<file path="config.mk">
export PLATFORM = sky130hd
export DESIGN_NAME = tsp_top
export DESIGN_NICKNAME = d
export VERILOG_FILES = /design/src/verilog/tsp_pkg.sv /design/src/verilog/tsp_regs.sv /design/src/verilog/ts_framer.sv /design/src/verilog/pid_matcher.sv /design/src/verilog/packet_capture.sv /design/src/verilog/packet_replacer.sv /design/src/verilog/tsp_top.sv
export SDC_FILE = /design/constraint.sdc
export NUM_CORES = 2
export LEC_CHECK = 0
export BUFFER_PORTS_ARGS = -buffer_cell sky130_fd_sc_hd__buf_4
export CAP_MARGIN = 0
export CORE_MARGIN = 8
export CORE_UTILIZATION = 57
export DETAILED_ROUTE_END_ITERATION = 10
export GPL_ROUTABILITY_DRIVEN = 1
export PLACE_DENSITY_LB_ADDON = 0.05
export SYNTH_ARGS = -nofsm -noshare
export SYNTH_HDL_FRONTEND = slang
export SYNTH_HIERARCHICAL = 1
export SYNTH_SLANG_ARGS = --single-unit
</file>
<file path="constraint.sdc">
create_clock -name mpeg_clk -period 3.95 [get_ports mpeg_clk]
set_input_delay 0.5925 -clock mpeg_clk [delete_from_list [all_inputs] [get_ports mpeg_clk]]
set_output_delay 0.5925 -clock mpeg_clk [all_outputs]
set_load 0.02 [all_outputs]
</file>
<file path="src/verilog/tsp_pkg.sv">
package tsp_pkg;

	typedef logic [7:0]  ts_byte_t;
	typedef logic [12:0] pid_t;
	typedef logic [7:0]  reg_addr_t;
	typedef logic [31:0] reg_data_t;
	typedef logic [1:0]  filter_idx_t;
	typedef logic [5:0]  word_idx_t;   // 0..46 within a packet.
	typedef logic [7:0]  byte_pos_t;   // 0..187 within a packet.

	localparam int PKT_BYTES   = 188;
	localparam int PKT_WORDS   = 47;
	localparam int NUM_FILTERS = 4;
	localparam int DELAY_BYTES = 6;   // enough to resolve the pid before byte 0 leaves.

	localparam reg_addr_t ADDR_INDEX        = 8'd0;
	localparam reg_addr_t ADDR_PID          = 8'd1;   // bit 16 enable, 12..0 pid.
	localparam reg_addr_t ADDR_MODE         = 8'd2;   // 0 monitor, 1 replace.
	localparam reg_addr_t ADDR_READ_REQUEST = 8'd3;
	localparam reg_addr_t ADDR_DATA_BASE    = 8'd64;
	localparam reg_addr_t ADDR_DATA_END     = reg_addr_t'(ADDR_DATA_BASE + PKT_WORDS - 1);

	typedef struct packed {
		logic     valid;
		logic     sync;
		ts_byte_t data;
	} ts_beat_t;

	typedef struct packed {
		logic enable;
		logic replace;
		pid_t pid;
	} filter_entry_t;

	typedef filter_entry_t [NUM_FILTERS-1:0] filter_table_t;

	typedef struct packed {
		logic hit_monitor;
		logic hit_replace;
	} match_t;

	typedef struct packed {
		logic      valid;
		word_idx_t idx;
		reg_data_t data;
	} buf_wr_t;

	typedef enum logic [1:0] {MON_IDLE, MON_ARMED, MON_READY} mon_state_t;

endpackage

</file>
<file path="src/verilog/tsp_regs.sv">
`timescale 1ns/1ps

module tsp_regs (
	input  logic                   mpeg_clk,
	input  logic                   rst_n,
	input  logic                   wen,
	input  tsp_pkg::reg_addr_t     waddr,
	input  tsp_pkg::reg_data_t     wdata,
	input  logic                   ren,
	input  tsp_pkg::reg_addr_t     raddr,
	output tsp_pkg::reg_data_t     rdata,
	output tsp_pkg::filter_table_t filter_table,
	output tsp_pkg::buf_wr_t       buf_wr,
	output logic                   armed,
	input  logic                   capture_done,
	output tsp_pkg::word_idx_t     cap_raddr,
	input  tsp_pkg::reg_data_t     cap_rdata
);
	tsp_pkg::filter_idx_t   sel_idx;
	tsp_pkg::filter_entry_t sel_entry;
	tsp_pkg::mon_state_t    mon_state;
	tsp_pkg::reg_data_t     rd_mux;
	logic                   arm;
	logic                   rd_in_buf;

	assign sel_entry = filter_table[sel_idx];
	assign arm = wen && (waddr == tsp_pkg::ADDR_READ_REQUEST);   // any write value arms.
	assign armed = (mon_state == tsp_pkg::MON_ARMED);

	assign buf_wr.valid = wen && (waddr >= tsp_pkg::ADDR_DATA_BASE) &&
		(waddr <= tsp_pkg::ADDR_DATA_END);
	assign buf_wr.idx = tsp_pkg::word_idx_t'(waddr - tsp_pkg::ADDR_DATA_BASE);
	assign buf_wr.data = wdata;

	assign rd_in_buf = (raddr >= tsp_pkg::ADDR_DATA_BASE) && (raddr <= tsp_pkg::ADDR_DATA_END);
	assign cap_raddr = tsp_pkg::word_idx_t'(raddr - tsp_pkg::ADDR_DATA_BASE);

	always_ff @(posedge mpeg_clk) begin
		if (!rst_n) begin
			sel_idx <= '0;
			for (int i = 0; i < tsp_pkg::NUM_FILTERS; i++) begin
				filter_table[i].enable <= 1'b0;
			end
		end else if (wen) begin
			case (waddr)
				tsp_pkg::ADDR_INDEX: sel_idx <= wdata[1:0];
				tsp_pkg::ADDR_PID: begin
					filter_table[sel_idx].enable <= wdata[16];
					filter_table[sel_idx].pid <= wdata[12:0];
				end
				tsp_pkg::ADDR_MODE: filter_table[sel_idx].replace <= wdata[0];
				default: ;
			endcase
		end
	end

	// the one-shot monitor is re-armed by another write.
	always_ff @(posedge mpeg_clk) begin
		if (!rst_n) begin
			mon_state <= tsp_pkg::MON_IDLE;
		end else begin
			case (mon_state)
				tsp_pkg::MON_IDLE:  if (arm) mon_state <= tsp_pkg::MON_ARMED;
				tsp_pkg::MON_ARMED: if (capture_done) mon_state <= tsp_pkg::MON_READY;
				tsp_pkg::MON_READY: if (arm) mon_state <= tsp_pkg::MON_ARMED;
				default: mon_state <= tsp_pkg::MON_IDLE;
			endcase
		end
	end

	always_comb begin
		rd_mux = '0;
		if (rd_in_buf) begin
			rd_mux = cap_rdata;   // capture buffer reads asynchronously.
		end else begin
			case (raddr)
				tsp_pkg::ADDR_INDEX: rd_mux = {30'b0, sel_idx};
				tsp_pkg::ADDR_PID: rd_mux = {15'b0, sel_entry.enable, 3'b0, sel_entry.pid};
				tsp_pkg::ADDR_MODE: rd_mux = {31'b0, sel_entry.replace};
				tsp_pkg::ADDR_READ_REQUEST: rd_mux = {31'b0, mon_state == tsp_pkg::MON_READY};
				default: ;
			endcase
		end
	end

	always_ff @(posedge mpeg_clk) begin
		if (ren) begin
			rdata <= rd_mux;   // held until the next read.
		end
	end

	// capture only starts while armed, so a done pulse with the monitor idle is lost state.
	a_done_not_idle: assert property (@(posedge mpeg_clk) disable iff (!rst_n)
		capture_done |-> (mon_state != tsp_pkg::MON_IDLE));

endmodule

</file>
<file path="src/verilog/ts_framer.sv">
`timescale 1ns/1ps

module ts_framer (
	input  logic              mpeg_clk,
	input  logic              rst_n,
	input  tsp_pkg::ts_beat_t in_beat,
	output tsp_pkg::ts_beat_t delayed_beat,
	output logic              pid_strobe,
	output tsp_pkg::pid_t     pid
);
	tsp_pkg::ts_beat_t  dly [tsp_pkg::DELAY_BYTES];
	tsp_pkg::byte_pos_t pos;       // position of the next byte.
	tsp_pkg::byte_pos_t cur_pos;
	logic               locked;
	logic [4:0]         pid_hi;

	assign cur_pos = in_beat.sync ? '0 : pos;

	always_ff @(posedge mpeg_clk) begin
		if (!rst_n) begin
			pos <= '0;
			locked <= 1'b0;
			pid_strobe <= 1'b0;
		end else begin
			pid_strobe <= 1'b0;
			if (in_beat.valid) begin
				if (in_beat.sync) begin
					locked <= 1'b1;
				end
				if (cur_pos == tsp_pkg::byte_pos_t'(tsp_pkg::PKT_BYTES - 1)) begin
					pos <= '0;
				end else begin
					pos <= cur_pos + 8'd1;
				end
				if (cur_pos == 8'd1) begin
					pid_hi <= in_beat.data[4:0];
				end
				if (locked && cur_pos == 8'd2) begin
					pid <= {pid_hi, in_beat.data};
					pid_strobe <= 1'b1;
				end
			end
		end
	end

	// delay advances only on accepted bytes.
	always_ff @(posedge mpeg_clk) begin
		if (!rst_n) begin
			for (int i = 0; i < tsp_pkg::DELAY_BYTES; i++) begin
				dly[i].valid <= 1'b0;
			end
			delayed_beat.valid <= 1'b0;
		end else begin
			delayed_beat.valid <= 1'b0;
			if (in_beat.valid) begin
				delayed_beat <= dly[tsp_pkg::DELAY_BYTES-1];   // empty slot keeps valid low.
				dly[0] <= in_beat;
				for (int i = 1; i < tsp_pkg::DELAY_BYTES; i++) begin
					dly[i] <= dly[i-1];
				end
			end
		end
	end

	a_sync_aligned: assert property (@(posedge mpeg_clk) disable iff (!rst_n)
		(in_beat.valid && in_beat.sync) |-> (!locked || pos == '0));

endmodule

</file>
<file path="src/verilog/pid_matcher.sv">
`timescale 1ns/1ps

module pid_matcher (
	input  logic                   mpeg_clk,
	input  logic                   rst_n,
	input  logic                   pid_strobe,
	input  tsp_pkg::pid_t          pid,
	input  tsp_pkg::filter_table_t filter_table,
	output tsp_pkg::match_t        match
);
	logic [tsp_pkg::NUM_FILTERS-1:0] hits;
	tsp_pkg::match_t                 hit_kind;

	always_comb begin
		for (int i = 0; i < tsp_pkg::NUM_FILTERS; i++) begin
			hits[i] = filter_table[i].enable && (filter_table[i].pid == pid);
		end
	end

	// walk down so the lowest index is applied last.
	always_comb begin
		hit_kind = '0;
		for (int i = tsp_pkg::NUM_FILTERS - 1; i >= 0; i--) begin
			if (hits[i]) begin
				hit_kind.hit_replace = filter_table[i].replace;
				hit_kind.hit_monitor = !filter_table[i].replace;
			end
		end
	end

	always_ff @(posedge mpeg_clk) begin
		if (!rst_n) begin
			match <= '0;
		end else if (pid_strobe) begin
			match <= hit_kind;
		end
	end

endmodule

</file>
<file path="src/verilog/packet_capture.sv">
`timescale 1ns/1ps

module packet_capture (
	input  logic               mpeg_clk,
	input  logic               rst_n,
	input  tsp_pkg::ts_beat_t  delayed_beat,
	input  tsp_pkg::match_t    match,
	input  logic               armed,
	output logic               capture_done,
	input  tsp_pkg::word_idx_t cap_raddr,
	output tsp_pkg::reg_data_t cap_rdata
);
	tsp_pkg::reg_data_t mem [tsp_pkg::PKT_WORDS];
	tsp_pkg::byte_pos_t pos;
	tsp_pkg::byte_pos_t cur_pos;
	logic               capturing;
	logic               take;
	logic               last;

	assign cur_pos = delayed_beat.sync ? '0 : pos;
	assign last = (cur_pos == tsp_pkg::byte_pos_t'(tsp_pkg::PKT_BYTES - 1));
	// armed is still high in the done cycle, so block a back-to-back start.
	assign take = delayed_beat.valid && (delayed_beat.sync ?
		(armed && !capture_done && match.hit_monitor) : capturing);

	always_ff @(posedge mpeg_clk) begin
		if (take) begin
			mem[cur_pos[7:2]][{cur_pos[1:0], 3'b000} +: 8] <= delayed_beat.data;
		end
	end

	assign cap_rdata = mem[cap_raddr];

	always_ff @(posedge mpeg_clk) begin
		if (!rst_n) begin
			pos <= '0;
			capturing <= 1'b0;
			capture_done <= 1'b0;
		end else begin
			capture_done <= 1'b0;
			if (delayed_beat.valid) begin
				capturing <= take && !last;
				capture_done <= take && last;
				pos <= last ? '0 : cur_pos + 8'd1;
			end
		end
	end

endmodule

</file>
<file path="src/verilog/packet_replacer.sv">
`timescale 1ns/1ps

module packet_replacer (
	input  logic              mpeg_clk,
	input  logic              rst_n,
	input  tsp_pkg::ts_beat_t delayed_beat,
	input  tsp_pkg::match_t   match,
	input  tsp_pkg::buf_wr_t  buf_wr,
	output tsp_pkg::ts_byte_t ts_out,
	output logic              ts_out_valid,
	output logic              ts_out_sync
);
	tsp_pkg::reg_data_t mem [tsp_pkg::PKT_WORDS];
	tsp_pkg::reg_data_t buf_word;
	tsp_pkg::byte_pos_t pos;
	tsp_pkg::byte_pos_t cur_pos;
	logic               replacing;
	logic               use_buf;

	always_ff @(posedge mpeg_clk) begin
		if (buf_wr.valid) begin
			mem[buf_wr.idx] <= buf_wr.data;
		end
	end

	assign cur_pos = delayed_beat.sync ? '0 : pos;
	assign use_buf = delayed_beat.sync ? match.hit_replace : replacing;   // decided at byte 0.
	assign buf_word = mem[cur_pos[7:2]];

	always_ff @(posedge mpeg_clk) begin
		if (!rst_n) begin
			pos <= '0;
			replacing <= 1'b0;
			ts_out_valid <= 1'b0;
			ts_out_sync <= 1'b0;
		end else begin
			ts_out_valid <= delayed_beat.valid;
			ts_out_sync <= delayed_beat.valid && delayed_beat.sync;
			if (delayed_beat.valid) begin
				replacing <= use_buf;
				if (cur_pos == tsp_pkg::byte_pos_t'(tsp_pkg::PKT_BYTES - 1)) begin
					pos <= '0;
				end else begin
					pos <= cur_pos + 8'd1;
				end
			end
		end
	end

	always_ff @(posedge mpeg_clk) begin
		if (delayed_beat.valid) begin
			ts_out <= use_buf ? buf_word[{cur_pos[1:0], 3'b000} +: 8] : delayed_beat.data;
		end
	end

endmodule

</file>
<file path="src/verilog/tsp_top.sv">
`timescale 1ns/1ps

module tsp_top (
	input  logic               mpeg_clk,
	input  logic               rst_n,
	input  logic               wen,
	input  tsp_pkg::reg_addr_t waddr,
	input  tsp_pkg::reg_data_t wdata,
	input  logic               ren,
	input  tsp_pkg::reg_addr_t raddr,
	output tsp_pkg::reg_data_t rdata,
	input  tsp_pkg::ts_byte_t  mpeg_data,
	input  logic               mpeg_valid,
	input  logic               mpeg_sync,
	output tsp_pkg::ts_byte_t  ts_out,
	output logic               ts_out_valid,
	output logic               ts_out_sync
);
	tsp_pkg::ts_beat_t      in_beat;
	tsp_pkg::ts_beat_t      delayed_beat;
	tsp_pkg::pid_t          pid;
	tsp_pkg::filter_table_t filter_table;
	tsp_pkg::buf_wr_t       buf_wr;
	tsp_pkg::match_t        match;
	tsp_pkg::word_idx_t     cap_raddr;
	tsp_pkg::reg_data_t     cap_rdata;
	logic                   pid_strobe;
	logic                   armed;
	logic                   capture_done;

	assign in_beat = {mpeg_valid, mpeg_sync, mpeg_data};

	tsp_regs tsp_regs_inst (
		.mpeg_clk, .rst_n, .wen, .waddr, .wdata, .ren, .raddr, .rdata,
		.filter_table, .buf_wr, .armed, .capture_done, .cap_raddr, .cap_rdata
	);

	ts_framer ts_framer_inst (
		.mpeg_clk, .rst_n, .in_beat, .delayed_beat, .pid_strobe, .pid
	);

	pid_matcher pid_matcher_inst (
		.mpeg_clk, .rst_n, .pid_strobe, .pid, .filter_table, .match
	);

	packet_capture packet_capture_inst (
		.mpeg_clk, .rst_n, .delayed_beat, .match, .armed, .capture_done,
		.cap_raddr, .cap_rdata
	);

	packet_replacer packet_replacer_inst (
		.mpeg_clk, .rst_n, .delayed_beat, .match, .buf_wr,
		.ts_out, .ts_out_valid, .ts_out_sync
	);

endmodule

</file>
==> out/qor.yml <==
status: "finished, final reports clean"
final_cell_mix: "3186 x edfxtp_1, 661 x nand2_1, 505 x mux2i_1, 467 x buf_4, 348 x clkbuf_16"
end_kind: "flip-flop"
fin_nets: 8045
postPlaceCellArea_um2: 136000
pwr-share-clk_pct: 43.7
cts_made_buffers: 341
ys.flop_type: "edfxtp_1"
drtIter0Drc: 8995
power.internal_mw: 56.0
drt-total-wl_um: 383000
final_cells: 11231
die-area_um2: 241000
final_antenna_net_count: 0
max_stage_delay_ps: 1020
crit_top_cell: "buf_12"
postCtsSetupBuffers: 0
grtUsageTotal_pct: 31.0
path_cells: "buf_12, nand2b_4, buf_12, a211oi_1, a311oi_1, nor4_1, a21oi_1, buf_4, o22ai_1, a31oi_1"
tritoncts: "yes"
numClockSinks: 3233
switching_share_pct: 20.0
arrival_ps: 4590
die_h_um: 491
min_period_over_period_pct: 99.3
path_buf_inv: 3
skew_ps: 50.3
syn_area_um2: 129000
wire_per_inst_um: 34.1
ff2ff_path_depth: 10
p_switching_mw: 14.0
synth_cell_types: 97
cts_resized: 0
fp.coreArea_um2: 225000
relSlewSlack_pct: 11.5
start_kind: "flip-flop"
clk_latency_ps: 950
synthToLayoutAreaGrowth_pct: 13.7
power_mw: 70.0
clk_pin_slew_worst_paths_ps: 60
ys_ff_latch: 3233
critPathSlowestCell: "nor4_1"
dp_hpwl_um: 238000
worst-slew-pin-transition_ps: 1330
p_leak_nw: 49.4
grt_max_degree: 80
path_depth: 10
io_buffers: 103
pwr-share-comb_pct: 2.5
critPathMaxFanout: 66
setup_tns_ps: 0
die_x_um: 491
yosysWarnings: 6
holdPathStages: 2
async_flop_share_pct: 0
hold_viol_final: 0
critPathRequiredTime_ps: 4620
synth_edf_count: 3186
stdcell_area_um2: 146000
rsz0062_at_grt: "no"
setup_viol_count_final: 0
cts_root_buf: "clkbuf_16"
final_common_cell: "edfxtp_1"
gp_congestion: 0.905
antenna_found_initial: 12
fin_crit_ps: 3920
yosysSeqAreaShare_pct: 75.1
path_delay_family: "simple AND/OR/NAND/NOR gates"
syn-instance-count: 7572
vias_per_cell: 6.61
num_vias: 74275
synth_nets: 7637
rows: 174
ir_drop_mv: 0.432
syn_area_per_cell_um2: 17.0
initial_core_util_pct: 57.3
power_density_nw_per_um2: 478
place_inst: 10619
maxCapViolCount: 0
hold_class: "input pin to flip-flop"
dr.pass1.iters: 6
drive_gt1_share_pct: 18.7
pwr-share-seq_pct: 53.7
clockBufferDepth: 4
io_pins: 104
grt_pass1_wl_um: 542000
max_freq_ghz: 0.255
drc: 0
overflow: 0
grt_pass1_vias: 72524
crit_type: "flip-flop to flip-flop"
htreeDepth: 5
slew_viol_final: 0
==> what timing repair did <==
action	CTS	global route
setup endpoints to repair	0	0
hold buffers	10	0
hold endpoints to repair	27	0
==> cell usage after synthesis, types with 25 or more instances <==
library cell / count / area, um2
mux4_2: 262 / 5900
nand3_1: 80 / 400
edfxtp_1: 3186 / 95700
o221ai_1: 61 / 534
o21ai_0: 133 / 666
nor2_1: 354 / 1330
a311oi_1: 40 / 350
nand2_1: 664 / 2490
buf_1: 25 / 93.8
buf_4: 115 / 863
dfxtp_1: 47 / 941
a211oi_1: 145 / 1090
and2_1: 152 / 951
o211ai_1: 117 / 878
mux2i_1: 505 / 5050
buf_2: 169 / 846
buf_6: 40 / 450
or3_1: 36 / 225
nand4_1: 52 / 325
a21oi_1: 241 / 1210
nand2b_1: 56 / 350
nor3_1: 32 / 160
clkbuf_1: 167 / 627
a221oi_1: 84 / 736
nor2b_1: 104 / 651
mux2_2: 109 / 1230
a22oi_1: 72 / 541
o22ai_1: 72 / 450
a31oi_1: 108 / 676
xnor2_1: 48 / 420
==> layer usage <==
layer,global-route usage (%),up-vias,part of all wire (%)
met2,50.8,4153,48
met5,0,-,0.018
met1,40.4,38255,37
met3,5.10,1046,8.4
li1,-,30811,-
met4,16.0,10,6.2
==> through the flow <==
step	hold WS, ps	worst slack (ps)	utilization, %
floorplan	400	440	-
global placement	401	43.1	60.4
detailed placement	405	57.4	60.4
CTS	14.1	85.1	65.1
global route	42.6	77.0	65.1
finish	88.3	28.4	65.1
==> cell type report <==
type / instances / area [um2]
antenna: 8 / 20.0
clock buffer: 411 / 8990
clock inverter: 183 / 1520
fill: 15605 / 78300
inverter: 23 / 91.3
multi-input combinational: 3793 / 29500
sequential: 3233 / 96600
tap: 2992 / 3740
timing repair buffer: 588 / 5820
==> cell families (layout without fill, tap and decap cells) <==
| logic type | count (synthesis) | in the layout | synth area share, % |
|---|---|---|---|
| adders and majority gates | 3 | 3 | 0.0292 |
| and+or+nand+nor | 1647 | 1647 | 6.09 |
| muxes | 885 | 885 | 9.58 |
| DFF | 3233 | 3233 | 75.1 |
| other | 0 | 8 | 0 |
| AOI/OAI and AO/OA | 1200 | 1200 | 6.44 |
| buffers and inverters | 546 | 1205 | 2.38 |
| xor gates and xnor gates | 58 | 58 | 0.395 |
==> final timing paths <==
| path | from | end | slack, ps |
|---|---|---|---|
| worst min-delay path | rst_n | tsp_regs_inst/sel_idx[1] | 90 |
| worst min register to register | ts_framer_inst/dly[0][12] | ts_framer_inst/dly[0][22] | 400 |
| worst max-delay path | ts_framer_inst/delayed_beat[8] | packet_replacer_inst/ts_out[7] | 30 |
| worst max register to register | ts_framer_inst/delayed_beat[8] | packet_replacer_inst/ts_out[7] | 30 |
==> flip-flops by register name, summed over array words and instances (netlist names) <==
signal / cells
pid_matcher_inst/match: 2
packet_replacer_inst/ts_out: 8
tsp_regs_inst/filter_table: 60
packet_capture_inst/capture_done: 1
ts_framer_inst/locked: 1
ts_framer_inst/dly: 60
ts_framer_inst/pos: 8
packet_replacer_inst/ts_out_valid: 1
tsp_regs_inst/rdata: 32
packet_replacer_inst/replacing: 1
packet_replacer_inst/mem: 1504
ts_framer_inst/pid_hi: 5
tsp_regs_inst/mon_state: 2
packet_replacer_inst/ts_out_sync: 1
ts_framer_inst/delayed_beat: 10
ts_framer_inst/pid: 13
packet_capture_inst/mem: 1504
packet_capture_inst/capturing: 1
packet_capture_inst/pos: 8
ts_framer_inst/pid_strobe: 1
packet_replacer_inst/pos: 8
tsp_regs_inst/sel_idx: 2
==> power by group through the flow <==
stage	clock network, mW	logic [mW]	registers [mW]
after floorplan	0	1.00	38.3
final	30.6	1.78	37.6
after detailed placement	0	1.78	38.3
after global placement	0	1.75	38.3
after CTS	30.9	1.79	37.6
after global routing	32.1	1.87	37.6
No activity file was read; power rests on OpenSTA's default activity.
